--- src/pc_settings.svh ---
// PC unit build constants: address width, call field, return stack depth, reset vector
`ifndef PC_SETTINGS_SVH
`define PC_SETTINGS_SVH

// Program counter width
// Byte addressed with two-byte instructions, so bit 0 stays clear
`define PC_WIDTH 16

// Absolute call field carried in the instruction
// Upper PC_WIDTH - CALL_FIELD_WIDTH bits come from the current PC (4 KB page)
`define CALL_FIELD_WIDTH 12

// Return address stack entries
// Power of two, the count register is one bit wider than the index
`define RAS_DEPTH 8

// First fetch address after reset
// Also where a return lands when the stack holds nothing
`define RESET_VECTOR 16'h0000

`endif

--- src/pc_pkg.sv ---
// Shared types for the next-PC unit: branch conditions, ALU flags, request and redirect
`include "pc_settings.svh"

package pc_pkg;

    // Branch condition field of the instruction
    typedef enum logic [2:0] {
        EQ     = 3'b000,
        LT     = 3'b001,
        GT     = 3'b010,
        OV     = 3'b011,
        NE     = 3'b100,
        GE     = 3'b101,
        LE     = 3'b110,
        ALWAYS = 3'b111
    } branch_cond_e;

    // ALU status, meaningful only while alu_done is high
    typedef struct packed {
        logic z;  // Result zero
        logic v;  // Signed overflow
        logic n;  // Result negative
    } alu_flags_t;

    // Control-flow fields of the instruction in execute
    typedef struct packed {
        logic                         branch;
        branch_cond_e                 cond;
        logic signed [`PC_WIDTH-1:0]  offset;       // Byte displacement from pc + 2
        logic                         call;
        logic [`CALL_FIELD_WIDTH-1:0] call_target;  // Low bits of the callee
        logic                         ret;
    } pc_req_t;

    // Decision handed from the resolver to the sequencer
    typedef struct packed {
        logic [`PC_WIDTH-1:0] target;    // Next PC when taken
        logic                 taken;
        logic                 wait_alu;  // Branch present, flags not ready
        logic                 push;      // Call resolving
        logic                 pop;       // Return resolving
    } pc_redirect_t;

endpackage

--- src/pc_update.sv ---
// Next-PC resolver turning the branch, call or return in execute into a redirect
`timescale 1ns/100ps
`include "pc_settings.svh"

module pc_update import pc_pkg::*; (
    input  logic [`PC_WIDTH-1:0] pc,
    input  pc_req_t              req,
    input  alu_flags_t           flags,
    input  logic                 alu_done,
    input  logic [`PC_WIDTH-1:0] ras_top,
    input  logic                 ras_empty,
    output pc_redirect_t         redir
);

    localparam logic [`PC_WIDTH-1:0] INSN_BYTES = 2;

    logic [`PC_WIDTH-1:0] seq_pc;      // Fall-through address
    logic [`PC_WIDTH-1:0] br_target;
    logic [`PC_WIDTH-1:0] call_addr;
    logic [`PC_WIDTH-1:0] ret_target;
    logic                 cond_met;

    assign seq_pc    = pc + INSN_BYTES;
    assign br_target = seq_pc + req.offset;  // Wraps modulo 2^PC_WIDTH

    // Callee stays in the current page
    assign call_addr = {pc[`PC_WIDTH-1:`CALL_FIELD_WIDTH], req.call_target};

    // Empty stack sends a stray return back to the reset vector
    assign ret_target = ras_empty ? `RESET_VECTOR : ras_top;

    // Condition test against Z, V, N
    always_comb begin
        case (req.cond)
            EQ: begin
                cond_met = flags.z;
            end
            LT: begin
                cond_met = flags.n & ~flags.v;
            end
            GT: begin
                cond_met = ~flags.n & ~flags.v & ~flags.z;
            end
            OV: begin
                cond_met = flags.v;
            end
            NE: begin
                cond_met = ~flags.z;
            end
            GE: begin
                cond_met = flags.v | ~flags.n;
            end
            LE: begin
                cond_met = flags.z | (flags.n & ~flags.v);
            end
            ALWAYS: begin
                cond_met = 1'b1;
            end
            default: begin
                cond_met = 1'b0;  // Unknown encoding never redirects
            end
        endcase
    end

    // Priority is branch, call, return
    always_comb begin
        redir        = '0;
        redir.target = seq_pc;
        if (req.branch) begin
            redir.target = br_target;
            if (alu_done) begin
                redir.taken = cond_met;
            end else begin
                redir.wait_alu = 1'b1;  // Hold until the flags arrive
            end
        end else if (req.call) begin
            redir.target = call_addr;
            redir.taken  = 1'b1;
            redir.push   = 1'b1;
        end else if (req.ret) begin
            redir.target = ret_target;
            redir.taken  = 1'b1;
            redir.pop    = 1'b1;
        end
    end

    // A redirect is never applied while the sequencer is told to hold
    always_comb begin
        assert (!(redir.taken && redir.wait_alu))
            else $error("pc_update: taken and wait_alu set together");
    end

endmodule

--- src/return_stack.sv ---
// Return address stack, a LIFO of call return points with a sticky fault flag
`timescale 1ns/100ps
`include "pc_settings.svh"

module return_stack (
    input  logic                 clk,
    input  logic                 rst_n,
    input  logic                 push_en,
    input  logic                 pop_en,
    input  logic [`PC_WIDTH-1:0] push_addr,
    output logic [`PC_WIDTH-1:0] top,
    output logic                 empty,
    output logic                 fault
);

    localparam int PTR_W = $clog2(`RAS_DEPTH);
    localparam logic [PTR_W:0] DEPTH = `RAS_DEPTH;

    logic [`PC_WIDTH-1:0] entries [`RAS_DEPTH];
    logic [PTR_W:0]       count;    // Valid entries
    logic [PTR_W-1:0]     wr_idx;
    logic [PTR_W-1:0]     top_idx;
    logic                 full;

    assign wr_idx  = count[PTR_W-1:0];
    assign top_idx = wr_idx - 1'b1;  // Entry below the count, wraps correctly when full
    assign empty   = (count == '0);
    assign full    = (count == DEPTH);
    assign top     = entries[top_idx];

    // Count and fault
    always_ff @(posedge clk) begin
        if (!rst_n) begin
            count <= '0;
            fault <= 1'b0;
        end else if (push_en) begin
            if (full) begin
                fault <= 1'b1;  // Overflow, return point lost
            end else begin
                count <= count + 1'b1;
            end
        end else if (pop_en) begin
            if (empty) begin
                fault <= 1'b1;  // Underflow
            end else begin
                count <= count - 1'b1;
            end
        end
    end

    // Entry storage
    always_ff @(posedge clk) begin
        if (push_en && !full) begin
            entries[wr_idx] <= push_addr;
        end
    end

    // Resolver priority keeps call and return apart
    a_no_push_pop: assert property (
        @(posedge clk) disable iff (!rst_n)
        !(push_en && pop_en)
    ) else $error("return_stack: push and pop in the same cycle");

    a_count_bound: assert property (
        @(posedge clk) disable iff (!rst_n)
        count <= DEPTH
    ) else $error("return_stack: count %0d above depth", count);

endmodule

--- src/pc_sequencer.sv ---
// Program counter register that steps, redirects or stalls and gates the stack operations
`timescale 1ns/100ps
`include "pc_settings.svh"

module pc_sequencer import pc_pkg::*; (
    input  logic                 clk,
    input  logic                 rst_n,
    input  logic                 fetch_en,
    input  pc_redirect_t         redir,
    output logic [`PC_WIDTH-1:0] pc,
    output logic                 push_en,
    output logic                 pop_en,
    output logic [`PC_WIDTH-1:0] ret_addr,
    output logic                 update_done
);

    localparam logic [`PC_WIDTH-1:0] INSN_BYTES = 2;

    logic                 advance;   // PC moves this edge
    logic [`PC_WIDTH-1:0] pc_next;

    // Return point of a call, doubles as the sequential step
    assign ret_addr = pc + INSN_BYTES;

    // Stalled by the pipeline or by flags still in flight
    assign advance = fetch_en & ~redir.wait_alu;

    assign pc_next = redir.taken ? redir.target : ret_addr;

    // Stack only moves when the pipeline does
    assign push_en = fetch_en & redir.push;
    assign pop_en  = fetch_en & redir.pop;

    // Tells hazard control the redirect went through
    assign update_done = fetch_en & redir.taken;

    always_ff @(posedge clk) begin
        if (!rst_n) begin
            pc <= `RESET_VECTOR;
        end else if (advance) begin
            pc <= pc_next;
        end
    end

    // Every target from resolver or stack keeps instruction alignment
    a_pc_even: assert property (
        @(posedge clk) disable iff (!rst_n)
        !pc[0]
    ) else $error("pc_sequencer: odd pc %h", pc);

endmodule

--- src/pc_unit_top.sv ---
// Next-PC unit top joining the sequencer, branch resolver and return stack
`timescale 1ns/100ps
`include "pc_settings.svh"

module pc_unit_top import pc_pkg::*; (
    input  logic                 clk,
    input  logic                 rst_n,
    input  logic                 fetch_en,
    input  pc_req_t              req,
    input  alu_flags_t           flags,
    input  logic                 alu_done,
    output logic [`PC_WIDTH-1:0] pc,
    output logic                 update_done,
    output logic                 stack_fault
);

    pc_redirect_t         redir;
    logic                 push_en;
    logic                 pop_en;
    logic [`PC_WIDTH-1:0] ret_addr;   // pc + 2 to push on a call
    logic [`PC_WIDTH-1:0] ras_top;
    logic                 ras_empty;

    pc_sequencer i_seq (
        .clk         (clk),
        .rst_n       (rst_n),
        .fetch_en    (fetch_en),
        .redir       (redir),
        .pc          (pc),
        .push_en     (push_en),
        .pop_en      (pop_en),
        .ret_addr    (ret_addr),
        .update_done (update_done)
    );

    pc_update i_update (
        .pc        (pc),
        .req       (req),
        .flags     (flags),
        .alu_done  (alu_done),
        .ras_top   (ras_top),
        .ras_empty (ras_empty),
        .redir     (redir)
    );

    return_stack i_stack (
        .clk       (clk),
        .rst_n     (rst_n),
        .push_en   (push_en),
        .pop_en    (pop_en),
        .push_addr (ret_addr),
        .top       (ras_top),
        .empty     (ras_empty),
        .fault     (stack_fault)
    );

endmodule

--- config.mk ---
export PLATFORM = sky130hd
export DESIGN_NAME = pc_unit_top
export DESIGN_NICKNAME = d
export VERILOG_FILES = /design/src/pc_pkg.sv /design/src/pc_update.sv /design/src/return_stack.sv /design/src/pc_sequencer.sv /design/src/pc_unit_top.sv
export VERILOG_INCLUDE_DIRS = /design/src
export SDC_FILE = /design/constraint.sdc
export NUM_CORES = 1
export LEC_CHECK = 0
export ABC_AREA = 1
export BUFFER_PORTS_ARGS = -buffer_cell sky130_fd_sc_hd__buf_2
export CORE_ASPECT_RATIO = 0.7
export CORE_UTILIZATION = 40
export DETAILED_ROUTE_END_ITERATION = 8
export GPL_ROUTABILITY_DRIVEN = 0
export PLACE_DENSITY_LB_ADDON = 0.08
export SLEW_MARGIN = 20
export SYNTH_ARGS = -nofsm -noshare
export SYNTH_HDL_FRONTEND = slang
export SYNTH_SLANG_ARGS = --single-unit
--- constraint.sdc ---
create_clock -name clk -period 3.3 [get_ports clk]
set_input_delay 0.66 -clock clk [delete_from_list [all_inputs] [get_ports clk]]
set_output_delay 0.66 -clock clk [all_outputs]
set_load 0.03 [all_outputs]
==> impl_metrics.prom <==
# TYPE chip_impl_metric gauge
chip_impl_metric{name="timing.critical_path.required",unit="ns"} 3.65
chip_impl_metric{name="final-hold-violation-count",unit=""} 0
chip_impl_metric{name="layout-area-overhead-vs-synth",unit="%"} 16.2
chip_impl_metric{name="slew_headroom",unit="%"} 50.8
chip_impl_metric{name="maxSlewViolCount",unit=""} 0
chip_impl_metric{name="number_of_global_route_vias_before_repair",unit=""} 5912
chip_impl_metric{name="die-width",unit="µm"} 169
chip_impl_metric{name="number_of_antenna_violations_at_the_first_check_in_global_routing",unit=""} 0
chip_impl_metric{name="synth_area_per_cell",unit="µm²"} 9.03
chip_impl_metric{name="cts_hold_buffers",unit=""} 0
chip_impl_metric{name="mapped_cell_area",unit="µm²"} 7760
chip_impl_metric{name="grt_first_pass_wirelength",unit="mm"} 35.0
chip_impl_metric{name="power_per_cell_area",unit="nW/µm²"} 538
chip_impl_info{name="status",value="finished, final reports clean"} 1
chip_impl_metric{name="post_cts.repair.setup_buffers",unit=""} 0
chip_impl_metric{name="portBuffers",unit=""} 58
chip_impl_metric{name="finalCriticalPeriod",unit="ns"} 3.02
chip_impl_info{name="start_kind",value="register"} 1
chip_impl_metric{name="postSynthRegisterBits",unit=""} 149
chip_impl_info{name="critical_path.endpoint_type",value="register"} 1
chip_impl_metric{name="drt-wirelength-per-cell",unit="µm"} 19.2
chip_impl_metric{name="vdd_ir_drop_max",unit="µV"} 288
chip_impl_metric{name="fillerInstances",unit=""} 1785
chip_impl_metric{name="postSynthCellCount",unit=""} 860
chip_impl_info{name="setup.worst_path.class",value="reg2reg"} 1
chip_impl_metric{name="die_height",unit="µm"} 119
chip_impl_info{name="worstHoldPathType",value="reg2reg"} 1
chip_impl_metric{name="clk_path_buf_depth",unit=""} 2
chip_impl_metric{name="cellLeakagePower",unit="µW"} 0.00376
chip_impl_metric{name="drt-pass1-iter-count",unit=""} 6
chip_impl_metric{name="numClockSinks",unit=""} 149
chip_impl_metric{name="setup_violations",unit=""} 0
chip_impl_info{name="crit_top_cell",value="sky130_fd_sc_hd__nand2_1"} 1
chip_impl_metric{name="grt_start_max_net_pins",unit=""} 69
chip_impl_metric{name="register_area",unit="µm²"} 4270
chip_impl_metric{name="finalWirelength",unit="mm"} 23.1
chip_impl_metric{name="initial_core_util",unit="%"} 40.9
chip_impl_metric{name="fp.coreArea",unit="µm²"} 19000
chip_impl_metric{name="worstMarginPinSlew",unit="ns"} 0.738
chip_impl_info{name="cp_cell_sequence",value="nand2_1 -> nor2_1 -> nand2_1 -> xor2_1 -> inv_1 -> ha_1 -> nand2_1 -> inv_1 -> a21oi_2 -> nor2_1 -> nor2_1 -> nand2_1 -> nand2_1 -> nand3_1 -> nand2_1 -> nand2_1 -> a21oi_1"} 1
chip_impl_metric{name="number_of_rows_in_the_core_area",unit=""} 42
chip_impl_metric{name="drive_above_1_share",unit="%"} 14.1
chip_impl_metric{name="clk_latency",unit="ns"} 0.42
chip_impl_metric{name="crit_arrival",unit="ns"} 3.37
chip_impl_metric{name="crit_path_max_fanout",unit=""} 9
chip_impl_metric{name="h_tree_levels",unit=""} 4
chip_impl_metric{name="clock_skew",unit="ns"} 0.0102
chip_impl_metric{name="mappedNetlistNets",unit=""} 925
chip_impl_info{name="cts_tree",value="built"} 1
chip_impl_metric{name="resized_after_cts",unit=""} 0
chip_impl_metric{name="ys_warn_count",unit=""} 0
chip_impl_metric{name="top_level_ports",unit=""} 59
chip_impl_metric{name="grt_overflow_total",unit=""} 0
chip_impl_metric{name="clkSlewWorstSetupHoldPaths",unit="ns"} 0.07
chip_impl_metric{name="via_per_inst",unit=""} 5.35
chip_impl_metric{name="worst_path_largest_cell_delay",unit="ns"} 0.43
chip_impl_metric{name="placed_wire_length_estimate_after_detailed_placement",unit="mm"} 15.9
chip_impl_metric{name="antenna_cells_inserted",unit=""} 0
chip_impl_metric{name="period_share",unit="%"} 91.6
chip_impl_metric{name="die-area",unit="µm²"} 20000
chip_impl_info{name="highest_delay_cell_along_the_critical_path",value="sky130_fd_sc_hd__dfxtp_1"} 1
chip_impl_info{name="critical-path-top-delay-family",value="simple AND/OR/NAND/NOR gates"} 1
chip_impl_metric{name="drtAntennaViolNets",unit=""} 0
chip_impl_metric{name="groute.usage.overall",unit="%"} 24.0
chip_impl_metric{name="via_count",unit=""} 6424
chip_impl_metric{name="drtIter0Drc",unit=""} 699
chip_impl_metric{name="final.hold.worst_slack",unit="ns"} 0.471
chip_impl_metric{name="finalPower",unit="µW"} 4850
chip_impl_metric{name="drt_drc_violations_left",unit=""} 0
chip_impl_info{name="cts-root-buf",value="sky130_fd_sc_hd__clkbuf_16"} 1
chip_impl_metric{name="cp.buffers_inverters",unit=""} 2
chip_impl_metric{name="max_freq",unit="GHz"} 0.331
chip_impl_metric{name="multi_input_comb_area",unit="µm²"} 3030
chip_impl_metric{name="timing.max_cap.violations",unit=""} 0
chip_impl_metric{name="seq_area_frac_synth",unit="%"} 54.9
chip_impl_metric{name="final_net_count",unit=""} 990
chip_impl_metric{name="cts_made_buffers",unit=""} 17
chip_impl_metric{name="synth_cell_types",unit=""} 43
==> path summary, 6_finish.rpt <==
check                      from       endpoint  slack, ns  depth (start not counted)
hold reg to reg   i_stack.fault  i_stack.fault       0.47                          1
setup / recovery    i_seq.pc[7]   i_seq.pc[14]       0.28                         17
hold / removal    i_stack.fault  i_stack.fault       0.47                          1
setup reg to reg    i_seq.pc[7]   i_seq.pc[14]       0.28                         17
==> registers in the layout, summed over array words and instances (netlist names) <==
name and flops:
i_seq.pc 16, i_stack.count 4, i_stack.entries 128, i_stack.fault 1
==> kinds of logic after synthesis <==
| family | count (synthesis) | synth area share, % |
|---|---|---|
| xor gates and xnor gates | 13 | 1.71 |
| DFF | 149 | 54.9 |
| AOI/OAI and AO/OA | 163 | 11.9 |
| and+or+nand+nor | 398 | 21.2 |
| adders and majority gates | 24 | 4.06 |
| buffers and inverters | 113 | 6.17 |
==> per-layer routing <==
| metal | global-route usage (%) | up-vias | wire (µm) |
|---|---|---|---|
| met3 | 6.76 | 31 | 2160 |
| met1 | 37.3 | 3048 | 11500 |
| met5 | 0 | - | 0 |
| li1 | - | 3069 | - |
| met4 | 6.70 | 0 | 324 |
| met2 | 31.8 | 276 | 9160 |
==> Yosys cell counts <==
master                       n  area, µm²
sky130_fd_sc_hd__nand2_1   175        657
sky130_fd_sc_hd__o221ai_1    2       17.5
sky130_fd_sc_hd__nor3_1      3       15.0
sky130_fd_sc_hd__nor2_2      3       18.8
sky130_fd_sc_hd__dfxtp_1    21        420
sky130_fd_sc_hd__inv_6       1       8.76
sky130_fd_sc_hd__o21ai_0    78        390
sky130_fd_sc_hd__inv_1      74        278
sky130_fd_sc_hd__clkbuf_1   12       45.0
sky130_fd_sc_hd__buf_4       3       22.5
sky130_fd_sc_hd__edfxtp_1  128       3840
sky130_fd_sc_hd__a221oi_1    2       17.5
sky130_fd_sc_hd__xor2_1     10       87.6
sky130_fd_sc_hd__ha_1       22        275
sky130_fd_sc_hd__xnor2_1     2       17.5
sky130_fd_sc_hd__inv_2       5       18.8
sky130_fd_sc_hd__nand3b_2    1       11.3
sky130_fd_sc_hd__nand2_2     1       6.26
sky130_fd_sc_hd__a211oi_1    1       7.51
sky130_fd_sc_hd__buf_6       1       11.3
sky130_fd_sc_hd__buf_2      16       80.1
sky130_fd_sc_hd__a21o_1      1       7.51
sky130_fd_sc_hd__o22ai_1     7       43.8
sky130_fd_sc_hd__and3_1      1       6.26
sky130_fd_sc_hd__nand3_1    52        260
sky130_fd_sc_hd__o21bai_1    2       15.0
sky130_fd_sc_hd__a21oi_1    35        175
sky130_fd_sc_hd__buf_8       1       15.0
sky130_fd_sc_hd__a31o_2      2       17.5
sky130_fd_sc_hd__o21a_1      1       7.51
sky130_fd_sc_hd__and2_1      1       6.26
sky130_fd_sc_hd__nor2_1    145        544
sky130_fd_sc_hd__a31oi_1     2       12.5
sky130_fd_sc_hd__o211ai_1   22        165
sky130_fd_sc_hd__or2_2       2       12.5
sky130_fd_sc_hd__o211ai_2    1       12.5
sky130_fd_sc_hd__a21boi_0    1       7.51
sky130_fd_sc_hd__fa_1        2       40.0
sky130_fd_sc_hd__nand3b_1    3       22.5
sky130_fd_sc_hd__nand3_2     4       40.0
sky130_fd_sc_hd__o21ai_1     6       30.0
sky130_fd_sc_hd__nand4_1     7       43.8
sky130_fd_sc_hd__xnor2_4     1       27.5
==> power breakdown <==
group	internal (µW)	leakage, µW	switching, µW
Combinational	225	0.00213	510
Clock	1200	0.000286	803
Sequential	2090	0.00134	30.6
Total	3510	0.00376	1340
==> cell usage in the layout, fill, tap and decap left out, types with 2 or more instances in the layout <==
cell type and n:
sky130_fd_sc_hd__o21bai_1 2, sky130_fd_sc_hd__buf_2 58, sky130_fd_sc_hd__nand2_1 175, sky130_fd_sc_hd__bufinv_16 3, sky130_fd_sc_hd__o211ai_1 22, sky130_fd_sc_hd__nand3_1 52, sky130_fd_sc_hd__nand4_1 7, sky130_fd_sc_hd__nor3_1 3
sky130_fd_sc_hd__fa_1 2, sky130_fd_sc_hd__o21ai_0 78, sky130_fd_sc_hd__or2_2 2, sky130_fd_sc_hd__clkbuf_16 17, sky130_fd_sc_hd__o21ai_1 6, sky130_fd_sc_hd__inv_1 74, sky130_fd_sc_hd__xor2_1 10, sky130_fd_sc_hd__nand3_2 4
sky130_fd_sc_hd__a31oi_1 2, sky130_fd_sc_hd__nand3b_1 3, sky130_fd_sc_hd__o221ai_1 2, sky130_fd_sc_hd__edfxtp_1 128, sky130_fd_sc_hd__nor2_1 145, sky130_fd_sc_hd__ha_1 22, sky130_fd_sc_hd__nor2_2 2, sky130_fd_sc_hd__a21oi_1 34
sky130_fd_sc_hd__clkinvlp_4 3, sky130_fd_sc_hd__buf_12 3, sky130_fd_sc_hd__a31o_2 2, sky130_fd_sc_hd__a221oi_1 2, sky130_fd_sc_hd__inv_2 5, sky130_fd_sc_hd__inv_6 5, sky130_fd_sc_hd__o22ai_1 7, sky130_fd_sc_hd__xnor2_1 2
sky130_fd_sc_hd__dfxtp_1 20, sky130_fd_sc_hd__buf_4 18
==> layout make-up <==
type	count	share of cell area [%]
flip-flops and latches	149	47.3
multi-input cells	598	33.6
repair buffers	79	5.38
clock buffers	17	4.72
well taps	264	3.66
inverters	80	3.39
clock inverters	14	1.96
==> metrics by stage <==
step | TNS [ns] | worst slack [ns] | area, µm² | std cells | util (%)
floorplan | 0 | 0.578 | 7760 | 860 | -
global placement | 0 | 0.343 | 8410 | 1170 | 44.3
detailed placement | 0 | 0.280 | 8410 | 1170 | 44.3
CTS | 0 | 0.281 | 9010 | 1201 | 47.5
global route | -0.0324 | -0.0324 | 9020 | 1201 | 47.5
finish | 0 | 0.276 | 9020 | 1201 | 47.5
(Power assumes the default switching activity.)
